### config.mk
export PLATFORM = sky130hd
export DESIGN_NAME = ctrl_regs
export DESIGN_NICKNAME = d
export VERILOG_FILES = /design/src/source/soc_pkg.sv /design/src/source/ctrl_regs.sv
export SDC_FILE = /design/constraint.sdc
export NUM_CORES = 1
export LEC_CHECK = 0
export BUFFER_PORTS_ARGS = -buffer_cell sky130_fd_sc_hd__clkbuf_2
export CAP_MARGIN = 5
export CELL_PAD_IN_SITES_DETAIL_PLACEMENT = 0
export CELL_PAD_IN_SITES_GLOBAL_PLACEMENT = 1
export CORE_MARGIN = 4
export CORE_UTILIZATION = 39
export DETAILED_ROUTE_END_ITERATION = 12
export GPL_ROUTABILITY_DRIVEN = 0
export GPL_TIMING_DRIVEN = 0
export PLACE_DENSITY_LB_ADDON = 0.1
export SYNTH_ARGS = -nofsm -noshare
export SYNTH_HDL_FRONTEND = slang
export SYNTH_SLANG_ARGS = --single-unit
### constraint.sdc
create_clock -name clk_i -period 3.1 [get_ports clk_i]
set_input_delay 0.155 -clock clk_i [delete_from_list [all_inputs] [get_ports clk_i]]
set_output_delay 0.155 -clock clk_i [all_outputs]
set_load 0.01 [all_outputs]
### src/source/soc_pkg.sv
/*
 * Shared SoC definitions
 *   bus widths and request/response structs
 *   memory map, L2 geometry and router depth
 *   control register offsets and a byte-strobe merge helper
 */

package soc_pkg;

  typedef logic [31:0] addr_t;
  typedef logic [63:0] data_t;
  typedef logic [7:0]  strb_t;

  typedef struct packed {
    logic  write;
    addr_t addr;
    data_t data;
    strb_t strb;
  } soc_req_t;

  typedef struct packed {
    data_t data;
    logic  error;
  } soc_rsp_t;

  // Where an accepted request was sent
  typedef enum logic [1:0] {
    TargetL2   = 2'd0,
    TargetCtrl = 2'd1,
    TargetNone = 2'd2
  } soc_target_e;

  ////////////////////////////////////////////////////////////////////////////
  // Memory map
  ////////////////////////////////////////////////////////////////////////////

  localparam addr_t DramBase   = 32'h8000_0000;
  localparam addr_t DramLength = 32'h4000_0000;
  localparam addr_t CtrlBase   = 32'hD000_0000;
  localparam addr_t CtrlLength = 32'h0000_1000;

  // Word index taken from address bits 10..3
  localparam int L2NumWords = 256;
  localparam int L2IdxWidth = 8;

  localparam int RouteDepth    = 4;
  localparam int RouteIdxWidth = $clog2(RouteDepth);

  localparam addr_t CtrlExitOffs     = 32'h0000_0000;
  localparam addr_t CtrlCntEnOffs    = 32'h0000_0008;
  localparam addr_t CtrlDramBaseOffs = 32'h0000_0010;
  localparam addr_t CtrlDramEndOffs  = 32'h0000_0018;

  // Replace only the strobed bytes of a word
  function automatic data_t apply_strb(data_t old_data, data_t new_data, strb_t strb);
    data_t merged;
    merged = old_data;
    for (int b = 0; b < $bits(strb_t); b++) begin
      if (strb[b]) begin
        merged[8*b +: 8] = new_data[8*b +: 8];
      end
    end
    return merged;
  endfunction

endpackage

### src/source/ctrl_regs.sv
/*
 * Control register target
 *   writable exit code and hardware-counter enable
 *   read-only DRAM base and end, error on write or unknown offset
 *   one-cycle response held until taken
 */

module ctrl_regs import soc_pkg::*; (
  input  logic     clk_i,
  input  logic     arst_n_i,
  input  soc_req_t req_i,
  input  logic     req_valid_i,
  output logic     req_ready_o,
  output soc_rsp_t rsp_o,
  output logic     rsp_valid_o,
  input  logic     rsp_ready_i,
  output data_t    exit_o,
  output data_t    hw_cnt_en_o
);

  addr_t offs;
  logic  accept;
  data_t rd_data;
  logic  rd_error;

  assign offs        = req_i.addr - CtrlBase;
  assign req_ready_o = !rsp_valid_o || rsp_ready_i;
  assign accept      = req_valid_i && req_ready_o;

  ////////////////////////////////////////////////////////////////////////////
  // Register decode
  ////////////////////////////////////////////////////////////////////////////

  always_comb begin
    rd_data  = '0;
    rd_error = 1'b0;
    case (offs)
      CtrlExitOffs:  rd_data = exit_o;
      CtrlCntEnOffs: rd_data = hw_cnt_en_o;
      CtrlDramBaseOffs: begin
        rd_data  = data_t'(DramBase);
        rd_error = req_i.write;
      end
      CtrlDramEndOffs: begin
        rd_data  = data_t'(DramBase) + data_t'(DramLength);
        rd_error = req_i.write;
      end
      default: rd_error = 1'b1;
    endcase
  end

  always_ff @(posedge clk_i or negedge arst_n_i) begin
    if (!arst_n_i) begin
      exit_o      <= '0;
      hw_cnt_en_o <= '0;
    end else if (accept && req_i.write) begin
      if (offs == CtrlExitOffs) begin
        exit_o <= apply_strb(exit_o, req_i.data, req_i.strb);
      end
      if (offs == CtrlCntEnOffs) begin
        hw_cnt_en_o <= apply_strb(hw_cnt_en_o, req_i.data, req_i.strb);
      end
    end
  end

  ////////////////////////////////////////////////////////////////////////////
  // Response
  ////////////////////////////////////////////////////////////////////////////

  // Writes and errors answer with zero data
  always_ff @(posedge clk_i) begin
    if (accept) begin
      rsp_o <= '{data: (req_i.write || rd_error) ? '0 : rd_data, error: rd_error};
    end
  end

  always_ff @(posedge clk_i or negedge arst_n_i) begin
    if (!arst_n_i) begin
      rsp_valid_o <= 1'b0;
    end else if (accept) begin
      rsp_valid_o <= 1'b1;
    end else if (rsp_ready_i) begin
      rsp_valid_o <= 1'b0;
    end
  end

  a_addr_in_ctrl: assert property (
    @(posedge clk_i) disable iff (!arst_n_i)
    req_valid_i |-> req_i.addr >= CtrlBase && req_i.addr < CtrlBase + CtrlLength
  );

endmodule

* Yosys cells after proc, flatten, opt, wreduce, memory -nomap -nowiden
Index checks and enable logic that the tools add are counted.
Operators by class: add/sub/neg operators 1, equality and inequality tests 3, muxes and demuxes 4, reductions and logical operators 25
Operators with widths (number):
- $pmux 64 s4 | 1
- $eq 32x5->1 const B | 2
- $reduce_and 3->1 | 16
- $eq 32x4->1 const B | 1
- $logic_not 32->1 | 1
- $sub 32x32->32 const B | 1
- $reduce_or 2->1 | 2
- $logic_and 1x1->1 | 2
- $logic_or 1x1->1 | 2
- $mux 1 | 2
- $pmux 1 s2 | 1
- $reduce_bool 2->1 | 1
- $logic_not 1->1 | 1
Storage, ports and cells: flip-flop bits (word level) 194, input bits 109, output and inout port bits 195, logic and storage cells 52

* Longest topological paths before layout
depth in word-level cells 5, depth in mapped cells 7, gate-level depth less buffers 4

* Least setup slack after synthesis
Ideal clock, no wire load.
path type register to register, from reg rsp_valid_o, to reg rsp_o[0] (netlist name), enable pin, library setup time 430 ps, arrival 2410 ps, required time 2670 ps, path slack 261 ps, stages on the path, launching flop included 4, buffers on the path 1, period minus slack after synthesis 2839 ps, cells stage by stage dfrtp_1 -> nand2b_1 -> clkbuf_1 -> and2_1
On the way: longest elaborated chain between the ends 3
Ends and longest elaborated chain:
- from (decl) | line ctrl_regs.sv:15 | output logic rsp_valid_o,
- from (signal assigned) | line ctrl_regs.sv:79 | rsp_valid_o <= 1'b0;
- from (signal assigned) | line ctrl_regs.sv:81 | rsp_valid_o <= 1'b1;
- from (signal assigned) | line ctrl_regs.sv:83 | rsp_valid_o <= 1'b0;
- $logic_not 1->1 | line ctrl_regs.sv:27 | assign req_ready_o = !rsp_valid_o || rsp_ready_i;
- $logic_or 1x1->1 | line ctrl_regs.sv:27
- net req_ready_o | line ctrl_regs.sv:13 | output logic req_ready_o,
- $logic_and 1x1->1 | line ctrl_regs.sv:28 | assign accept = req_valid_i && req_ready_o;
- net accept | line ctrl_regs.sv:22 | logic accept;
- to (signal assigned) | line ctrl_regs.sv:73 | rsp_o <= '{data: (req_i.write || rd_error) ? '0 : rd_data, error: rd_error};
- to (decl) | line ctrl_regs.sv:14 | output soc_rsp_t rsp_o,
The timed path passes the listed nets, and every way through them passes these cells. A chain may end at the register's enable or synchronous reset.

* Worst setup path after layout
from reg rsp_valid_o, to reg hw_cnt_en_o[1]
On the way: longest elaborated chain between the ends 5
Ends and longest elaborated chain:
- $logic_not 1->1 | line ctrl_regs.sv:27
- $logic_or 1x1->1 | line ctrl_regs.sv:27
- $logic_and 1x1->1 | line ctrl_regs.sv:28
- $logic_and 1x1->1 | line ctrl_regs.sv:56 | end else if (accept && req_i.write) begin
- $reduce_and 3->1 (no source line)
- to (signal assigned) | line ctrl_regs.sv:61 | hw_cnt_en_o <= apply_strb(hw_cnt_en_o, req_i.data, req_i.strb);
- to (decl) | line ctrl_regs.sv:18 | output data_t hw_cnt_en_o
No other way between the ends.

==> flow_metrics.env <==
export IMPL_run_status="completed"
export IMPL_dp_hpwl_um=17000
export IMPL_die_h_um=153
export IMPL_ys_seq_area_share_pct=63.6
export IMPL_critPathBufInv=1
export IMPL_synth_nets=626
export IMPL_cap_viol_max_count=0
export IMPL_dieArea_mm2=0.0233
export IMPL_drt_iter0_drc=226
export IMPL_tightest_slew_ns=0.846
export IMPL_grt_pass1_vias=6301
export IMPL_grt_pass1_wl_um=36600
export IMPL_synth_avg_cell_area_um2=15.8
export IMPL_grt_usage_pct=20.1
export IMPL_utilization_pct=55.5
export IMPL_met2_usage_pct=34.2
export IMPL_netlist_area_mm2=0.00815
export IMPL_h_tree_depth=4
export IMPL_final_cell_mix="301 x clkbuf_2, 129 x dfrtp_1, 128 x mux2_2, 65 x dlygate4sd3_1, 65 x edfxtp_1"
export IMPL_ys_types=23
export IMPL_crit_required_ns=3.41
export IMPL_synthCells=517
export IMPL_synth_area_leader_cell="dfrtp_1"
export IMPL_ant_nets=0
export IMPL_finalWirelength_um=23200
export IMPL_final_net_count=1014
export IMPL_fin_setup_tns_ns=0
export IMPL_cp_end_kind="flop"
export IMPL_skew_ns=0.0118
export IMPL_cts_sinks=194
export IMPL_min_period_over_period_pct=79.2
export IMPL_antenna_found_initial=2
export IMPL_peakVddDrop_mv=0.330
export IMPL_critPathTopFamily="simple AND/OR/NAND/NOR gates"
export IMPL_start_util_pct=40.0
export IMPL_grt_max_degree=70
export IMPL_io_pins=304
export IMPL_synth_area_leaders="dfrtp_1 40%, edfxtp_1 24%, mux2_2 18%"
export IMPL_routedWlPerCell_um=19.6
export IMPL_clk_pin_slew_ns=0.07
export IMPL_grtUsageMet1_pct=24.9
export IMPL_clockRootBuffer="clkbuf_16"
export IMPL_powerDensity_mw_per_mm2=462
export IMPL_worstPathArrival_ns=2.76
export IMPL_cp_max_fo=10
export IMPL_crit_path_start_kind="flop"
export IMPL_vias=5800
export IMPL_whs_ns=0.124
export IMPL_cts_tree="done"
export IMPL_leakage_nw=5.67
export IMPL_fin_cells=1188
export IMPL_filler_cell_count=1761
export IMPL_path_class="flop to flop"
export IMPL_drtPass1Iterations=4
export IMPL_insertedDiodeCount=0
export IMPL_pre_cts_ws_ns=0.407
export IMPL_die_w_um=153
export IMPL_finalWorstSetupSlack_ns=0.645
export IMPL_met3_usage_pct=6.31
export IMPL_ys_ff_latch=194
export IMPL_core_area_mm2=0.0204
export IMPL_drc=0
export IMPL_slew_viol_final=0
export IMPL_cts_buffers=17
export IMPL_synth_top_area_share_pct=39.6
export IMPL_rsz0062_at_grt="false"
export IMPL_hp_class="input port to flop"
export IMPL_path_cells="nand2b_1 -> clkbuf_1 -> nand4_1 -> nor4_4 -> mux2_2"
export IMPL_drive_above_1_share_pct=53.8
export IMPL_row_count=52
export IMPL_critPathSlowestCell="nor4_4"
export IMPL_cts_buffer_depth=2
export IMPL_cpPeakStageDelay_ns=0.71
export IMPL_slew_headroom_pct=43.6
export IMPL_syn2layout_area_growth_pct=38.7
export IMPL_hold_viol_final=0
export IMPL_post_route_min_period_ns=2.45
export IMPL_clock_latency_ns=0.42
export IMPL_fmax_mhz=407
export IMPL_ys_warn_count=0
export IMPL_gr_max_usage_layer="met2"
export IMPL_final_common_cell="clkbuf_2"
export IMPL_cts_setup_buffers=0
export IMPL_viasPerCell=4.88
export IMPL_dp_cells=1091
export IMPL_overflow=0
export IMPL_io_buffers=302
export IMPL_setup_violations_final=0
==> state kept, by name (all words and copies together), names as in the netlist <==
| register | cells |
|---|---|
| rsp_o | 65 |
| exit_o | 64 |
| hw_cnt_en_o | 64 |
| rsp_valid_o | 1 |
==> what timing repair did <==
item                                   4_1_cts  5_1_grt
hold buffers                                65        0
endpoints found under the hold margin      188        0
resized for setup                            0        0
==> final timing paths <==
kind | from | to | slack, ns | cells past startpoint
worst max-delay path | rsp_valid_o | hw_cnt_en_o[1] | 0.65 | 5
worst max register to register | rsp_valid_o | hw_cnt_en_o[1] | 0.65 | 5
max in group asynchronous | arst_n_i | hw_cnt_en_o[50] | 2.12 | 3
min in group asynchronous | arst_n_i | exit_o[20] | 0.26 | 2
worst min-delay path | req_i[76] | rsp_o[0] | 0.12 | 2
worst min register to register | exit_o[30] | exit_o[30] | 0.53 | 1
==> power breakdown <==
part | total, mW | switching (mW) | internal, mW
Clock | 2.18 | 1.02 | 1.16
Combinational | 0.349 | 0.191 | 0.159
Sequential | 2.69 | 0.0106 | 2.68
==> worst register-to-register path, stage by stage (launching register included) <==
cell and delay (ns):
dfrtp_1 0.39, nand2b_1 0.09, clkbuf_1 0.43, nand4_1 0.31, nor4_4 0.71, mux2_2 0.41
==> cell usage after synthesis (all sizes together) <==
cell type / n
dfrtp: 129
mux2: 128
edfxtp: 65
nor2: 63
mux2i: 62
nor4: 22
buf: 14
nand4: 10
clkbuf: 9
nand2b: 3
nor2b: 2
nor3: 2
or2: 2
a211oi: 1
a21o: 1
and2: 1
and4b: 1
o22ai: 1
or4: 1
==> logic make-up after synthesis <==
family	count (synthesis)	synth area share, %
simple gates	107	9.26
mux	190	25.3
compound gates	3	0.261
flops	194	63.6
buf+inv	23	1.60
==> per-stage QoR <==
step                instance area (um2)  power, mW
global route                      11300       5.43
detailed placement                10100       3.03
global placement                  10000       3.02
CTS                               11300       5.29
floorplan                          8150       2.84
finish                            11300       5.22
==> area by class of cell <==
class	count	area, um2	area share [%]
clock inverters	13	141	1.25
well taps	270	338	2.99
repair buffers	369	2230	19.7
multi-input cells	300	2840	25.1
flip-flops and latches	194	5180	45.8
plain buffers	23	130	1.15
clock buffers	19	443	3.92
==> routing by layer <==
layer  vias to the layer above  wire [um]
li1                       2674          -
met1                      2882       9470
met2                       215      11600
met3                        25       1760
met4                         4        371
met5                         -         17
Note: power is estimated with default switching activity, not from simulation.
