[src/source/soc_pkg.sv]
/*
 * Shared SoC definitions
 *   bus widths and request/response structs
 *   memory map, L2 geometry and router depth
 *   control register offsets and a byte-strobe merge helper
 */

package soc_pkg;

  typedef logic [31:0] addr_t;
  typedef logic [63:0] data_t;
  typedef logic [7:0]  strb_t;

  typedef struct packed {
    logic  write;
    addr_t addr;
    data_t data;
    strb_t strb;
  } soc_req_t;

  typedef struct packed {
    data_t data;
    logic  error;
  } soc_rsp_t;

  // Where an accepted request was sent
  typedef enum logic [1:0] {
    TargetL2   = 2'd0,
    TargetCtrl = 2'd1,
    TargetNone = 2'd2
  } soc_target_e;

  ////////////////////////////////////////////////////////////////////////////
  // Memory map
  ////////////////////////////////////////////////////////////////////////////

  localparam addr_t DramBase   = 32'h8000_0000;
  localparam addr_t DramLength = 32'h4000_0000;
  localparam addr_t CtrlBase   = 32'hD000_0000;
  localparam addr_t CtrlLength = 32'h0000_1000;

  // Word index taken from address bits 10..3
  localparam int L2NumWords = 256;
  localparam int L2IdxWidth = 8;

  localparam int RouteDepth    = 4;
  localparam int RouteIdxWidth = $clog2(RouteDepth);

  localparam addr_t CtrlExitOffs     = 32'h0000_0000;
  localparam addr_t CtrlCntEnOffs    = 32'h0000_0008;
  localparam addr_t CtrlDramBaseOffs = 32'h0000_0010;
  localparam addr_t CtrlDramEndOffs  = 32'h0000_0018;

  // Replace only the strobed bytes of a word
  function automatic data_t apply_strb(data_t old_data, data_t new_data, strb_t strb);
    data_t merged;
    merged = old_data;
    for (int b = 0; b < $bits(strb_t); b++) begin
      if (strb[b]) begin
        merged[8*b +: 8] = new_data[8*b +: 8];
      end
    end
    return merged;
  endfunction

endpackage

[src/source/soc_router.sv]
/*
 * Request router
 *   address decode against the DRAM and control windows
 *   in-order target tracking through a route FIFO
 *   response merge with error answers for unmapped addresses
 */

module soc_router import soc_pkg::*; (
  input  logic     clk_i,
  input  logic     arst_n_i,
  // Host side
  input  soc_req_t req_i,
  input  logic     req_valid_i,
  output logic     req_ready_o,
  output soc_rsp_t rsp_o,
  output logic     rsp_valid_o,
  input  logic     rsp_ready_i,
  // L2 memory side
  output soc_req_t l2_req_o,
  output logic     l2_req_valid_o,
  input  logic     l2_req_ready_i,
  input  soc_rsp_t l2_rsp_i,
  input  logic     l2_rsp_valid_i,
  output logic     l2_rsp_ready_o,
  // Control register side
  output soc_req_t ctrl_req_o,
  output logic     ctrl_req_valid_o,
  input  logic     ctrl_req_ready_i,
  input  soc_rsp_t ctrl_rsp_i,
  input  logic     ctrl_rsp_valid_i,
  output logic     ctrl_rsp_ready_o
);

  soc_target_e req_tgt;
  soc_target_e head_tgt;
  logic        tgt_ready;
  logic        route_ready;
  logic        head_valid;

  ////////////////////////////////////////////////////////////////////////////
  // Request side
  ////////////////////////////////////////////////////////////////////////////

  always_comb begin
    if (req_i.addr >= DramBase && req_i.addr < DramBase + DramLength) begin
      req_tgt = TargetL2;
    end else if (req_i.addr >= CtrlBase && req_i.addr < CtrlBase + CtrlLength) begin
      req_tgt = TargetCtrl;
    end else begin
      req_tgt = TargetNone;
    end
  end

  // Unmapped requests are answered here and need no target
  always_comb begin
    case (req_tgt)
      TargetL2:   tgt_ready = l2_req_ready_i;
      TargetCtrl: tgt_ready = ctrl_req_ready_i;
      default:    tgt_ready = 1'b1;
    endcase
  end

  assign req_ready_o = route_ready && tgt_ready;

  assign l2_req_o         = req_i;
  assign ctrl_req_o       = req_i;
  assign l2_req_valid_o   = req_valid_i && route_ready && (req_tgt == TargetL2);
  assign ctrl_req_valid_o = req_valid_i && route_ready && (req_tgt == TargetCtrl);

  stream_fifo #(
    .payload_t(soc_target_e)
  ) i_route_fifo (
    .clk_i      (clk_i                                  ),
    .arst_n_i   (arst_n_i                               ),
    .in_i       (req_tgt                                ),
    .in_valid_i (req_valid_i && tgt_ready               ),
    .in_ready_o (route_ready                            ),
    .out_o      (head_tgt                               ),
    .out_valid_o(head_valid                             ),
    .out_ready_i(rsp_valid_o && rsp_ready_i             )
  );

  ////////////////////////////////////////////////////////////////////////////
  // Response side
  ////////////////////////////////////////////////////////////////////////////

  always_comb begin
    rsp_o            = '0;
    rsp_valid_o      = 1'b0;
    l2_rsp_ready_o   = 1'b0;
    ctrl_rsp_ready_o = 1'b0;
    if (head_valid) begin
      case (head_tgt)
        TargetL2: begin
          rsp_o          = l2_rsp_i;
          rsp_valid_o    = l2_rsp_valid_i;
          l2_rsp_ready_o = rsp_ready_i;
        end
        TargetCtrl: begin
          rsp_o            = ctrl_rsp_i;
          rsp_valid_o      = ctrl_rsp_valid_i;
          ctrl_rsp_ready_o = rsp_ready_i;
        end
        default: begin
          rsp_o       = '{data: '0, error: 1'b1};
          rsp_valid_o = 1'b1;
        end
      endcase
    end
  end

  // Host must hold a stalled request
  a_req_stable: assert property (
    @(posedge clk_i) disable iff (!arst_n_i)
    req_valid_i && !req_ready_o |=> req_valid_i && $stable(req_i)
  );

endmodule

[src/source/stream_fifo.sv]
/*
 * Valid/ready FIFO of RouteDepth entries
 *   circular buffer with read/write pointers and a fill count
 *   payload type given by parameter
 */

module stream_fifo import soc_pkg::*; #(
  parameter type payload_t = logic
) (
  input  logic     clk_i,
  input  logic     arst_n_i,
  input  payload_t in_i,
  input  logic     in_valid_i,
  output logic     in_ready_o,
  output payload_t out_o,
  output logic     out_valid_o,
  input  logic     out_ready_i
);

  payload_t                 mem [RouteDepth];
  logic [RouteIdxWidth-1:0] wr_ptr;
  logic [RouteIdxWidth-1:0] rd_ptr;
  logic [RouteIdxWidth:0]   count;
  logic                     push;
  logic                     pop;

  assign in_ready_o  = (count != (RouteIdxWidth+1)'(RouteDepth));
  assign out_valid_o = (count != '0);
  assign out_o       = mem[rd_ptr];

  assign push = in_valid_i && in_ready_o;
  assign pop  = out_valid_o && out_ready_i;

  always_ff @(posedge clk_i) begin
    if (push) begin
      mem[wr_ptr] <= in_i;
    end
  end

  always_ff @(posedge clk_i or negedge arst_n_i) begin
    if (!arst_n_i) begin
      wr_ptr <= '0;
      rd_ptr <= '0;
      count  <= '0;
    end else begin
      if (push) begin
        wr_ptr <= (wr_ptr == RouteIdxWidth'(RouteDepth - 1)) ? '0 : wr_ptr + 1'b1;
      end
      if (pop) begin
        rd_ptr <= (rd_ptr == RouteIdxWidth'(RouteDepth - 1)) ? '0 : rd_ptr + 1'b1;
      end
      case ({push, pop})
        2'b10:   count <= count + 1'b1;
        2'b01:   count <= count - 1'b1;
        default: count <= count;
      endcase
    end
  end

  a_count_in_range: assert property (
    @(posedge clk_i) disable iff (!arst_n_i)
    count <= (RouteIdxWidth+1)'(RouteDepth)
  );

endmodule

[config.mk]
export PLATFORM = sky130hd
export DESIGN_NAME = soc_router
export DESIGN_NICKNAME = d
export VERILOG_FILES = /design/src/source/soc_pkg.sv /design/src/source/soc_router.sv /design/src/source/stream_fifo.sv
export SDC_FILE = /design/constraint.sdc
export NUM_CORES = 1
export LEC_CHECK = 0
export ABC_AREA = 1
export BUFFER_PORTS_ARGS = -buffer_cell sky130_fd_sc_hd__clkbuf_2
export CORE_AREA = 2 2 206 208
export DETAILED_ROUTE_END_ITERATION = 6
export DIE_AREA = 0 0 208 210
export HOLD_SLACK_MARGIN = 0.03
export SLEW_MARGIN = 20
export SYNTH_ARGS = -nofsm -noshare
export SYNTH_HDL_FRONTEND = slang
export SYNTH_SLANG_ARGS = --single-unit
[constraint.sdc]
create_clock -name clk_i -period 2.2 [get_ports clk_i]
set_clock_uncertainty 0.1 [all_clocks]
set_input_delay 0.33 -clock clk_i [delete_from_list [all_inputs] [get_ports clk_i]]
set_output_delay 0.33 -clock clk_i [all_outputs]
set_load 0.05 [all_outputs]
Yosys cells after proc, flatten, opt, wreduce, memory -nomap -nowiden. Memory sizes are Yosys's and may differ from the RTL's. Index checks and enable logic that the tools add are counted.

Register bits after elaboration: 7. Bits in writable memories: 8. Input bits: 243. Output and inout bits: 281. Logic and storage cells: 49. Memories: 1.

Add/subtract/negate cells: 4. Order comparisons: 4. Equal/unequal tests: 7. Muxes and demuxes: 16. Reduce and logical (&&, ||, !) cells: 14.

Memories: i_route_fifo.mem (depth 4, bits a word 2, read ports 1, clocked after memory_dff 0, write ports 1, line stream_fifo.sv:20) `payload_t mem [RouteDepth];`.

Operators by type and width (count): 65-bit case mux with 2 select lines (1); 65-bit 2-to-1 mux (1); 32-bit >= comparator (second input constant) (2); 32-bit less-than comparator (second input constant) (2); 1-bit logical AND (10); 2-bit 2-to-1 mux (4); 1-bit 2-to-1 mux (7); 2-bit by 1-bit == test with 1-bit output (second input constant) (3); 2-bit == test (second input constant) (3); 3-bit case mux with 2 select lines (1); 2-bit by 1-bit adder with 2-bit output (second input constant) (2); 2-bit logical NOT (2); 1-bit case mux with 2 select lines (2); 3-bit by 1-bit adder with 3-bit output (second input constant) (1); 3-bit inequality test (second input constant) (1); 3-bit nonzero test (1); 3-bit by 1-bit subtractor with 3-bit output (second input constant) (1); 2-bit nonzero test (1).

Longest topological paths before layout. Gate-level depths: netlist (run 1).

Depth in word-level cells: 10. Gate-level depth with buffers: 15. Mapped depth without buffers: 14.

Modules after synthesis. A second synthesis (run 1) with hierarchy kept.

Cells, all modules: 550. Area, all modules: 3480.8 um^2.

By module, submodules not included: soc_router (times used 1, cells an instance 468, area each 2681.3 um^2, seq. area each 0.0 um^2); stream_fifo (times used 1, cells an instance 82, area each 799.5 um^2, seq. area each 415.4 um^2).

Least setup slack after synthesis (run 1). No wires, ideal clock.

Path type: reg-to-output. Start point: reg i_route_fifo.rd_ptr[0]. End point: out ctrl_rsp_ready_o. Arrival time: 2.066 ns. Path slack: -0.296 ns. Stages on the path, launching flop included: 8. Cell sequence: dfrtp_1 -> buf_6 -> nand2_1 -> nand3_2 -> nand2_4 -> buf_2 -> nand2_1 -> nor3_1.

Cells in the longest elaborated chain, start to end: 4.

RTL lines: start: declaration (line stream_fifo.sv:22) `logic [RouteIdxWidth-1:0] rd_ptr;`; start signal: assignment (line stream_fifo.sv:50) `rd_ptr <= (rd_ptr == RouteIdxWidth'(RouteDepth - 1)) ? '0 : rd_ptr + 1'b1;`; memory read 4 x 2 bit; 2-bit by 1-bit == test with 1-bit output (line soc_router.sv:93) `case (head_tgt)`; 1-bit 2-to-1 mux (line soc_router.sv:93); 1-bit 2-to-1 mux (line soc_router.sv:92) `if (head_valid) begin`; end: declaration (line soc_router.sv:31) `output logic ctrl_rsp_ready_o`.

Every way passes these cells.

==> flow_summary_export.csv, run 1 <==
group,metric,value,unit
worst_hold_path,hp-class,"in -> async",
sta,setup_slack,-151.4,ps
synthesis,synth_edf_count,8,
route,first_pass_iters,4,
route,drc,0,
floorplan,io_pins,524,
worst_setup_path,worstSetupPathType,"reg -> out",
worst_setup_path,start_kind,"flip-flop",
sta,min_period,2351,ps
route,first_iter_violations,222,
clock_network,clockBufferDepth,2,
pwr,power_frac_clock,0.027,
clock_network,clk_pin_slew,50,ps
floorplan,core,41480,µm²
final_layout,syn_to_final_growth,42.49,%
clock_network,htreeDepth,1,
synthesis,ys_async_sr_fraction,0.4667,
sta,slew_viol_final,0,
worst_setup_path,critPathMaxStageDelay,450,ps
pwr,p_per_area,1916,nW/µm²
pwr,pwr-share-comb,0.937,
worst_setup_path,cp_slowest_cell,"dfrtp_2",
worst_setup_path,path_depth,9,
worst_setup_path,cp-end-kind,"output port",
worst_setup_path,cp.arrival,1920,ps
worst_setup_path,r2r_end,"i_route_fifo.count[2]",
status,violations,"negative setup slack",
status,status,"complete, but fails checks",
synthesis,yosysSeqAreaShare,0.08675,
placed_design,numPortBuffers,268,
synthesis,yosys_warnings,0,
worst_setup_path,path_cells,"nand2_1 > nand3_4 > nand2_8 > buf_12 > buf_12 > buf_16 > nand3_2 > a21oi_4 > buf_12",
sta,setup_tns,-5093,ps
synthesis,syn-num-nets,821,
worst_setup_path,rr_worst_depth,13,
sta,rsz0062_at_grt,"yes",
worst_setup_path,crit_buf_inv,4,
global_routing,grt_max_degree,34,
pwr,swShare,0.5632,
sta,finalCritPeriodShare,1.069,
final_layout,nFillCells,4594,
pwr,peakVddDrop,0.8334,mV
global_routing,antenna_found_initial,1,
synthesis,yosysMostFrequentCell,"buf_4",
global_routing,grt_first_pass_wirelength,25770,µm
floorplan,floorplan.initialDensity,0.1154,
synthesis,synth.top_cells.by_area,"buf_4, nand3_2, a21oi_2",
floorplan,die_h,210,µm
route,routed_wl,18400,µm
pwr,leakage,2.790,nW
synthesis,synth_seq_cells,15,
sta,worst_pin_slew,336.7,ps
floorplan,die_w,208,µm
synthesis,synth_common_cells,"buf_4, nand3_2, a21oi_2",
sta,clock.fmax,425.3,MHz
synthesis,synth_area_per_cell,8.386,µm²
clock_network,insertion_delay,240,ps
synthesis,synth_top_area_share,0.3308,
pwr,intPower,0.005709,W
sta,setup_violations,67,
worst_setup_path,crit_fanout,15,
worst_setup_path,r2r_setup_slack,-60,ps
clock_network,cts_tree,"done",
route,dr_total_vias,4195,
synthesis,syn_inst,571,
route,drtAntennaViolNets,0,
synthesis,synth_cell_types,30,
clock_network,cts_sinks,15,
worst_setup_path,required,1770,ps
placed_design,dp_hpwl,13910,µm
worst_setup_path,r2r-start,"i_route_fifo.rd_ptr[0]",
synthesis,syn-cell-area,4788,µm²
sta,slew_headroom,0.7765,
synthesis,synth_largest_area_cell,"buf_4",
worst_setup_path,worst_path_most_repeated_cell,"buf_12",
clock_network,cts_root_buffer,"clkbuf_16",
route,wl_per_cell,15.18,µm
global_routing,grt-ovfl-total,0,
worst_setup_path,cp_top_family,"buffers and inverters",
pwr,seq_power_share,0.036,
clock_network,cts_made_buffers,3,
final_layout,nets,923,
placed_design,dp_slack,-339.7,ps
pwr,power.net_switching,0.007362,W
synthesis,synth_ff_type,"edfxtp_1",
placed_design,place_congestion,0.6812,
global_routing,grt_usage,0.07683,
job,cap_violations,0,
final_layout,drive_above_1_share,0.8318,
route,viasPerCell,3.461,
final_layout,utilization,0.1645,
floorplan,rows,75,
floorplan,design.die.area,43680,µm²
global_routing,grt_pass1_vias,4306,
sta,hold_viol,0,
worst max-delay path by stage:
stage | startpoint | endpoint | slack [ps]
CTS | i_route_fifo.rd_ptr[0] | i_route_fifo.rd_ptr[0] | -130
floorplan | i_route_fifo.rd_ptr[0] | i_route_fifo.count[2] | 8
finish | i_route_fifo.rd_ptr[0] | rsp_o[58] | -150
detailed placement | req_i[85] | i_route_fifo.count[2] | -340
global placement | req_i[85] | i_route_fifo.count[2] | -350
global route | i_route_fifo.rd_ptr[0] | rsp_o[57] | -220
sequential cells by signal (all words and copies together), names as in the netlist:
register and cells:
i_route_fifo.count 3, i_route_fifo.mem 8, i_route_fifo.rd_ptr 2, i_route_fifo.wr_ptr 2
what timing repair did:
action,in CTS,in global routing
hold endpoints to repair,7,0
pin swaps,11,22
hold buffers,1,0
endpoints found under the setup margin,70,72
cloned,8,4
setup buffers,12,3
resized for setup,126,58
per-layer routing:
layer / global-route usage / wire length (µm) / vias up
li1: - / - / 1880
met1: 0.06952 / 5621 / 1867
met2: 0.1502 / 9868 / 361
met3: 0.03159 / 2121 / 85
met4: 0.02959 / 746 / 2
met5: 0.006674 / 39 / -
power groups by stage:
stage	sequential, W	combinational, W	clock (W)
detailed placement	0.000471	0.00950	0
floorplan	0.000458	0.00813	0
CTS	0.000478	0.0116	0.000357
global placement	0.000465	0.00939	0
finish	0.000474	0.0123	0.000347
global route	0.000483	0.0128	0.000371
placed cells by master (no fill, tap or decap), drive strengths merged:
master       netlist  final
edfxtp             8      8
nand3            139    139
xor2               1      1
and2               1      1
nor2              23     23
dfrtp              7      7
fa                 1      1
clkbuf             2    225
buf              244    120
ha                 6      6
inv               29     29
o21ai              5      5
nor3               4      4
xnor2              1      1
nand4              3      3
a21oi             65     65
nand2             31     31
dlygate4sd3        0      1
diode              0      1
clkinv             0      1
or2                1      1
stage by stage:
step / hold slack (ps) / instances / total power (W) / area [µm²]
final: 387.0 / 1212 / 0.01307 / 6823
after global routing: 420.3 / 1212 / 0.01368 / 6823
after CTS: 396.3 / 1209 / 0.01241 / 6578
after detailed placement: 85.46 / 1184 / 0.009968 / 5657
after global placement: 75.22 / 1184 / 0.009856 / 5657
after floorplan: -65.59 / 571 / 0.008584 / 4818
layout make-up:
class | count | area (µm²) | share of cell area
diodes | 1 | 2.502 | 0.0003668
clock buffers | 3 | 75.07 | 0.01100
clock inverters | 1 | 5.005 | 0.0007335
inverters | 29 | 111.4 | 0.01632
multi-input cells | 281 | 2567 | 0.3763
flip-flops and latches | 15 | 417.9 | 0.06125
well taps | 539 | 674.4 | 0.09884
repair buffers | 343 | 2969 | 0.4352
logic make-up (layout without fill, tap and decap cells):
kind of cell / Yosys count / in the layout / share of synthesized area
simple gates: 202 / 202 / 0.3232
compound gates: 70 / 70 / 0.1202
xor+xnor: 2 / 2 / 0.003659
fa+ha+maj: 7 / 7 / 0.01986
flops: 15 / 15 / 0.08675
buf+inv: 275 / 376 / 0.4463
other cells: 0 / 1 / 0
(Power assumes the default switching activity.)
==> run 2, diff against run 1 <==
--- a/config.mk
+++ b/config.mk
@@ -7,10 +7,12 @@
 export LEC_CHECK = 0
 export ABC_AREA = 1
 export BUFFER_PORTS_ARGS = -buffer_cell sky130_fd_sc_hd__clkbuf_2
-export CORE_AREA = 2 2 206 208
+export CORE_AREA = 2 2 203 205
+export CTS_BUF_LIST = sky130_fd_sc_hd__clkbuf_2 sky130_fd_sc_hd__clkbuf_4 sky130_fd_sc_hd__clkbuf_8
 export DETAILED_ROUTE_END_ITERATION = 6
-export DIE_AREA = 0 0 208 210
+export DIE_AREA = 0 0 205 207
 export HOLD_SLACK_MARGIN = 0.03
+export MAX_ROUTING_LAYER = met4
 export SLEW_MARGIN = 20
 export SYNTH_ARGS = -nofsm -noshare
 export SYNTH_HDL_FRONTEND = slang
==> run 2 against run 1 <==
The flow still finishes with violations (negative setup slack). Clock-buffer cell count is 1 higher. First-iteration DRC count is 16% higher. Final cell count is 0.25% higher. Critical path depth stayed put. Via count hardly changed. Maximum frequency is 1.5% lower. Clock power is 34% lower. Critical endpoint is now rsp_o[33]. Non-clock buffer count is 8 higher.
==> flow_summary_export.csv, run 2 (synthesis gave the netlist of run 1 again) <==
group,metric,value,unit
floorplan,die_w,205,µm
pwr,pwr-share-comb,0.946,
route,routed_wl,20660,µm
worst_setup_path,cp.arrival,1960,ps
route,viasPerCell,3.455,
sta,setup_tns,-6213,ps
pwr,power.net_switching,0.007455,W
final_layout,nFillCells,4443,
global_routing,antenna_found_initial,3,
clock_network,insertion_delay,240,ps
clock_network,cts_tree,"done",
final_layout,utilization,0.1721,
global_routing,grt_first_pass_wirelength,27010,µm
route,drtAntennaViolNets,0,
clock_network,htreeDepth,1,
worst_hold_path,hp-class,"in -> async",
job,cap_violations,0,
worst_setup_path,crit_fanout,12,
sta,slew_headroom,0.7659,
worst_setup_path,required,1770,ps
placed_design,dp_slack,-199.8,ps
final_layout,nets,931,
final_layout,largestRegisters,"i_route_fifo.mem x8, i_route_fifo.count x3",
floorplan,rows,74,
final_layout,largest_reg_flops,8,
placed_design,place_congestion,0.7868,
floorplan,core,40370,µm²
route,drc,0,
sta,rsz0062_at_grt,"yes",
clock_network,cts_made_buffers,3,
sta,clock.fmax,418.7,MHz
route,first_iter_violations,258,
sta,finalCritPeriodShare,1.086,
status,status,"complete, but fails checks",
floorplan,die_h,207,µm
global_routing,grt_pass1_vias,4244,
worst_setup_path,worstSetupPathType,"reg -> out",
sta,min_period,2388,ps
global_routing,grt_usage,0.08779,
pwr,power_frac_clock,0.017,
status,violations,"negative setup slack",
pwr,peakVddDrop,0.5410,mV
sta,setup_slack,-188.2,ps
final_layout,final_common_cell,"clkbuf_2",
clock_network,clk_pin_slew,60,ps
pwr,intPower,0.005890,W
final_layout,syn_to_final_growth,45.13,%
route,first_pass_iters,4,
final_layout,drive_above_1_share,0.8279,
placed_design,dp_hpwl,15990,µm
pwr,seq_power_share,0.037,
worst_setup_path,cp-end-kind,"output port",
global_routing,grt_max_degree,35,
worst_setup_path,critPathMaxStageDelay,460,ps
global_routing,grt-ovfl-total,0,
sta,hold_viol,0,
pwr,leakage,2.866,nW
final_layout,largest-register,"i_route_fifo.mem",
worst_setup_path,path_cells,"inv_4 > nand2_4 > nand3_4 > nand2_8 > buf_12 > buf_16 > nand3_2 > a21oi_2 > buf_8",
pwr,total_power,0.01335,W
clock_network,clockBufferDepth,2,
sta,worst_pin_slew,352.7,ps
sta,slew_viol_final,0,
sta,setup_violations,66,
route,dr_total_vias,4198,
worst_setup_path,cp_slowest_cell,"dfrtp_2",
worst_setup_path,start_kind,"flip-flop",
pwr,swShare,0.5587,
route,wl_per_cell,17.00,µm
floorplan,io_pins,524,
final_layout,mostFrequentLayoutCells,"clkbuf_2, nand3_2, buf_4, a21oi_2, buf_12",
clock_network,cts_root_buffer,"clkbuf_8",
floorplan,floorplan.initialDensity,0.1186,
pwr,p_per_area,1920,nW/µm²
floorplan,design.die.area,42440,µm²
clock_network,cts_sinks,15,
sta,whs,371.0,ps
placed_design,numPortBuffers,268,
-- run 2: cell count changes in the layout (fill, tap and decap cells not counted), sizes merged --
| cell | change |
|---|---|
| clkinv | -1 |
| bufbuf | +1 |
| buf | +9 |
| clkbuf | -1 |
| diode | +2 |
-- run 2: through the flow --
stage / instance area [µm²] / cells
2_1_floorplan: 4818 / 571
3_3_place_gp: 5655 / 1186
3_5_place_dp: 5655 / 1186
4_1_cts: 6559 / 1204
5_1_grt: 6949 / 1215
6_report: 6949 / 1215
-- run 2: worst max-delay path, delay by kind of cell (launching register included) --
kind	cells	cell delay (ps)
AO/OA/AOI/OAI	1	210
AND/OR/NAND/NOR	4	420
buffers and inverters	4	600
flip-flops	1	460
-- run 2: power by group through the flow --
stage	sequential (W)	combinational, W	clock (W)
2_1_floorplan	0.000458	0.00813	0
3_5_place_dp	0.000475	0.00947	0
6_report	0.000489	0.0126	0.000229
3_3_place_gp	0.000469	0.00937	0
5_1_grt	0.000506	0.0132	0.000251
4_1_cts	0.000480	0.0116	0.000236
-- run 2: metal layers --
metal / part of all wire / wire, µm / track usage / vias up
met5: 0 / 0 / - / -
met2: 0.55 / 11280 / 0.1726 / 356
met1: 0.30 / 6114 / 0.07121 / 1870
li1: - / - / - / 1901
met3: 0.11 / 2287 / 0.03099 / 71
met4: 0.047 / 977 / 0.03969 / 0
-- run 2: layout make-up --
cell class / instances / area, µm² / share of cell area
antenna: 3 / 7.507 / 0.001080
sequential: 15 / 417.9 / 0.06014
multi-input combinational: 281 / 2562 / 0.3687
inverter: 29 / 111.4 / 0.01602
tap: 532 / 665.6 / 0.09579
timing repair buffer: 351 / 3136 / 0.4512
clock buffer: 4 / 48.80 / 0.007022
-- run 2: what timing repair did --
item                       in CTS  in global routing
pin swaps                      10                 17
setup buffers                   5                  4
hold buffers                    1                  0
setup endpoints to repair      72                 72
gates resized for setup       136                 86
hold endpoints to repair        7                  0
gates cloned                    8                  4
-- run 2: path summary, 6_finish.rpt --
| kind | depth (start not counted) | startpoint | to | slack, ps |
|---|---|---|---|---|
| max in group asynchronous | 2 | arst_n_i | i_route_fifo.rd_ptr[0] | 1440 |
| max | 9 | i_route_fifo.rd_ptr[0] | rsp_o[33] | -190 |
| max reg2reg | 13 | i_route_fifo.rd_ptr[0] | i_route_fifo.count[2] | -70 |
| min | 2 | arst_n_i | i_route_fifo.count[1] | 370 |
| min reg2reg | 2 | i_route_fifo.wr_ptr[1] | i_route_fifo.wr_ptr[1] | 460 |
| min in group clk_i | 4 | rsp_ready_i | i_route_fifo.rd_ptr[1] | 410 |
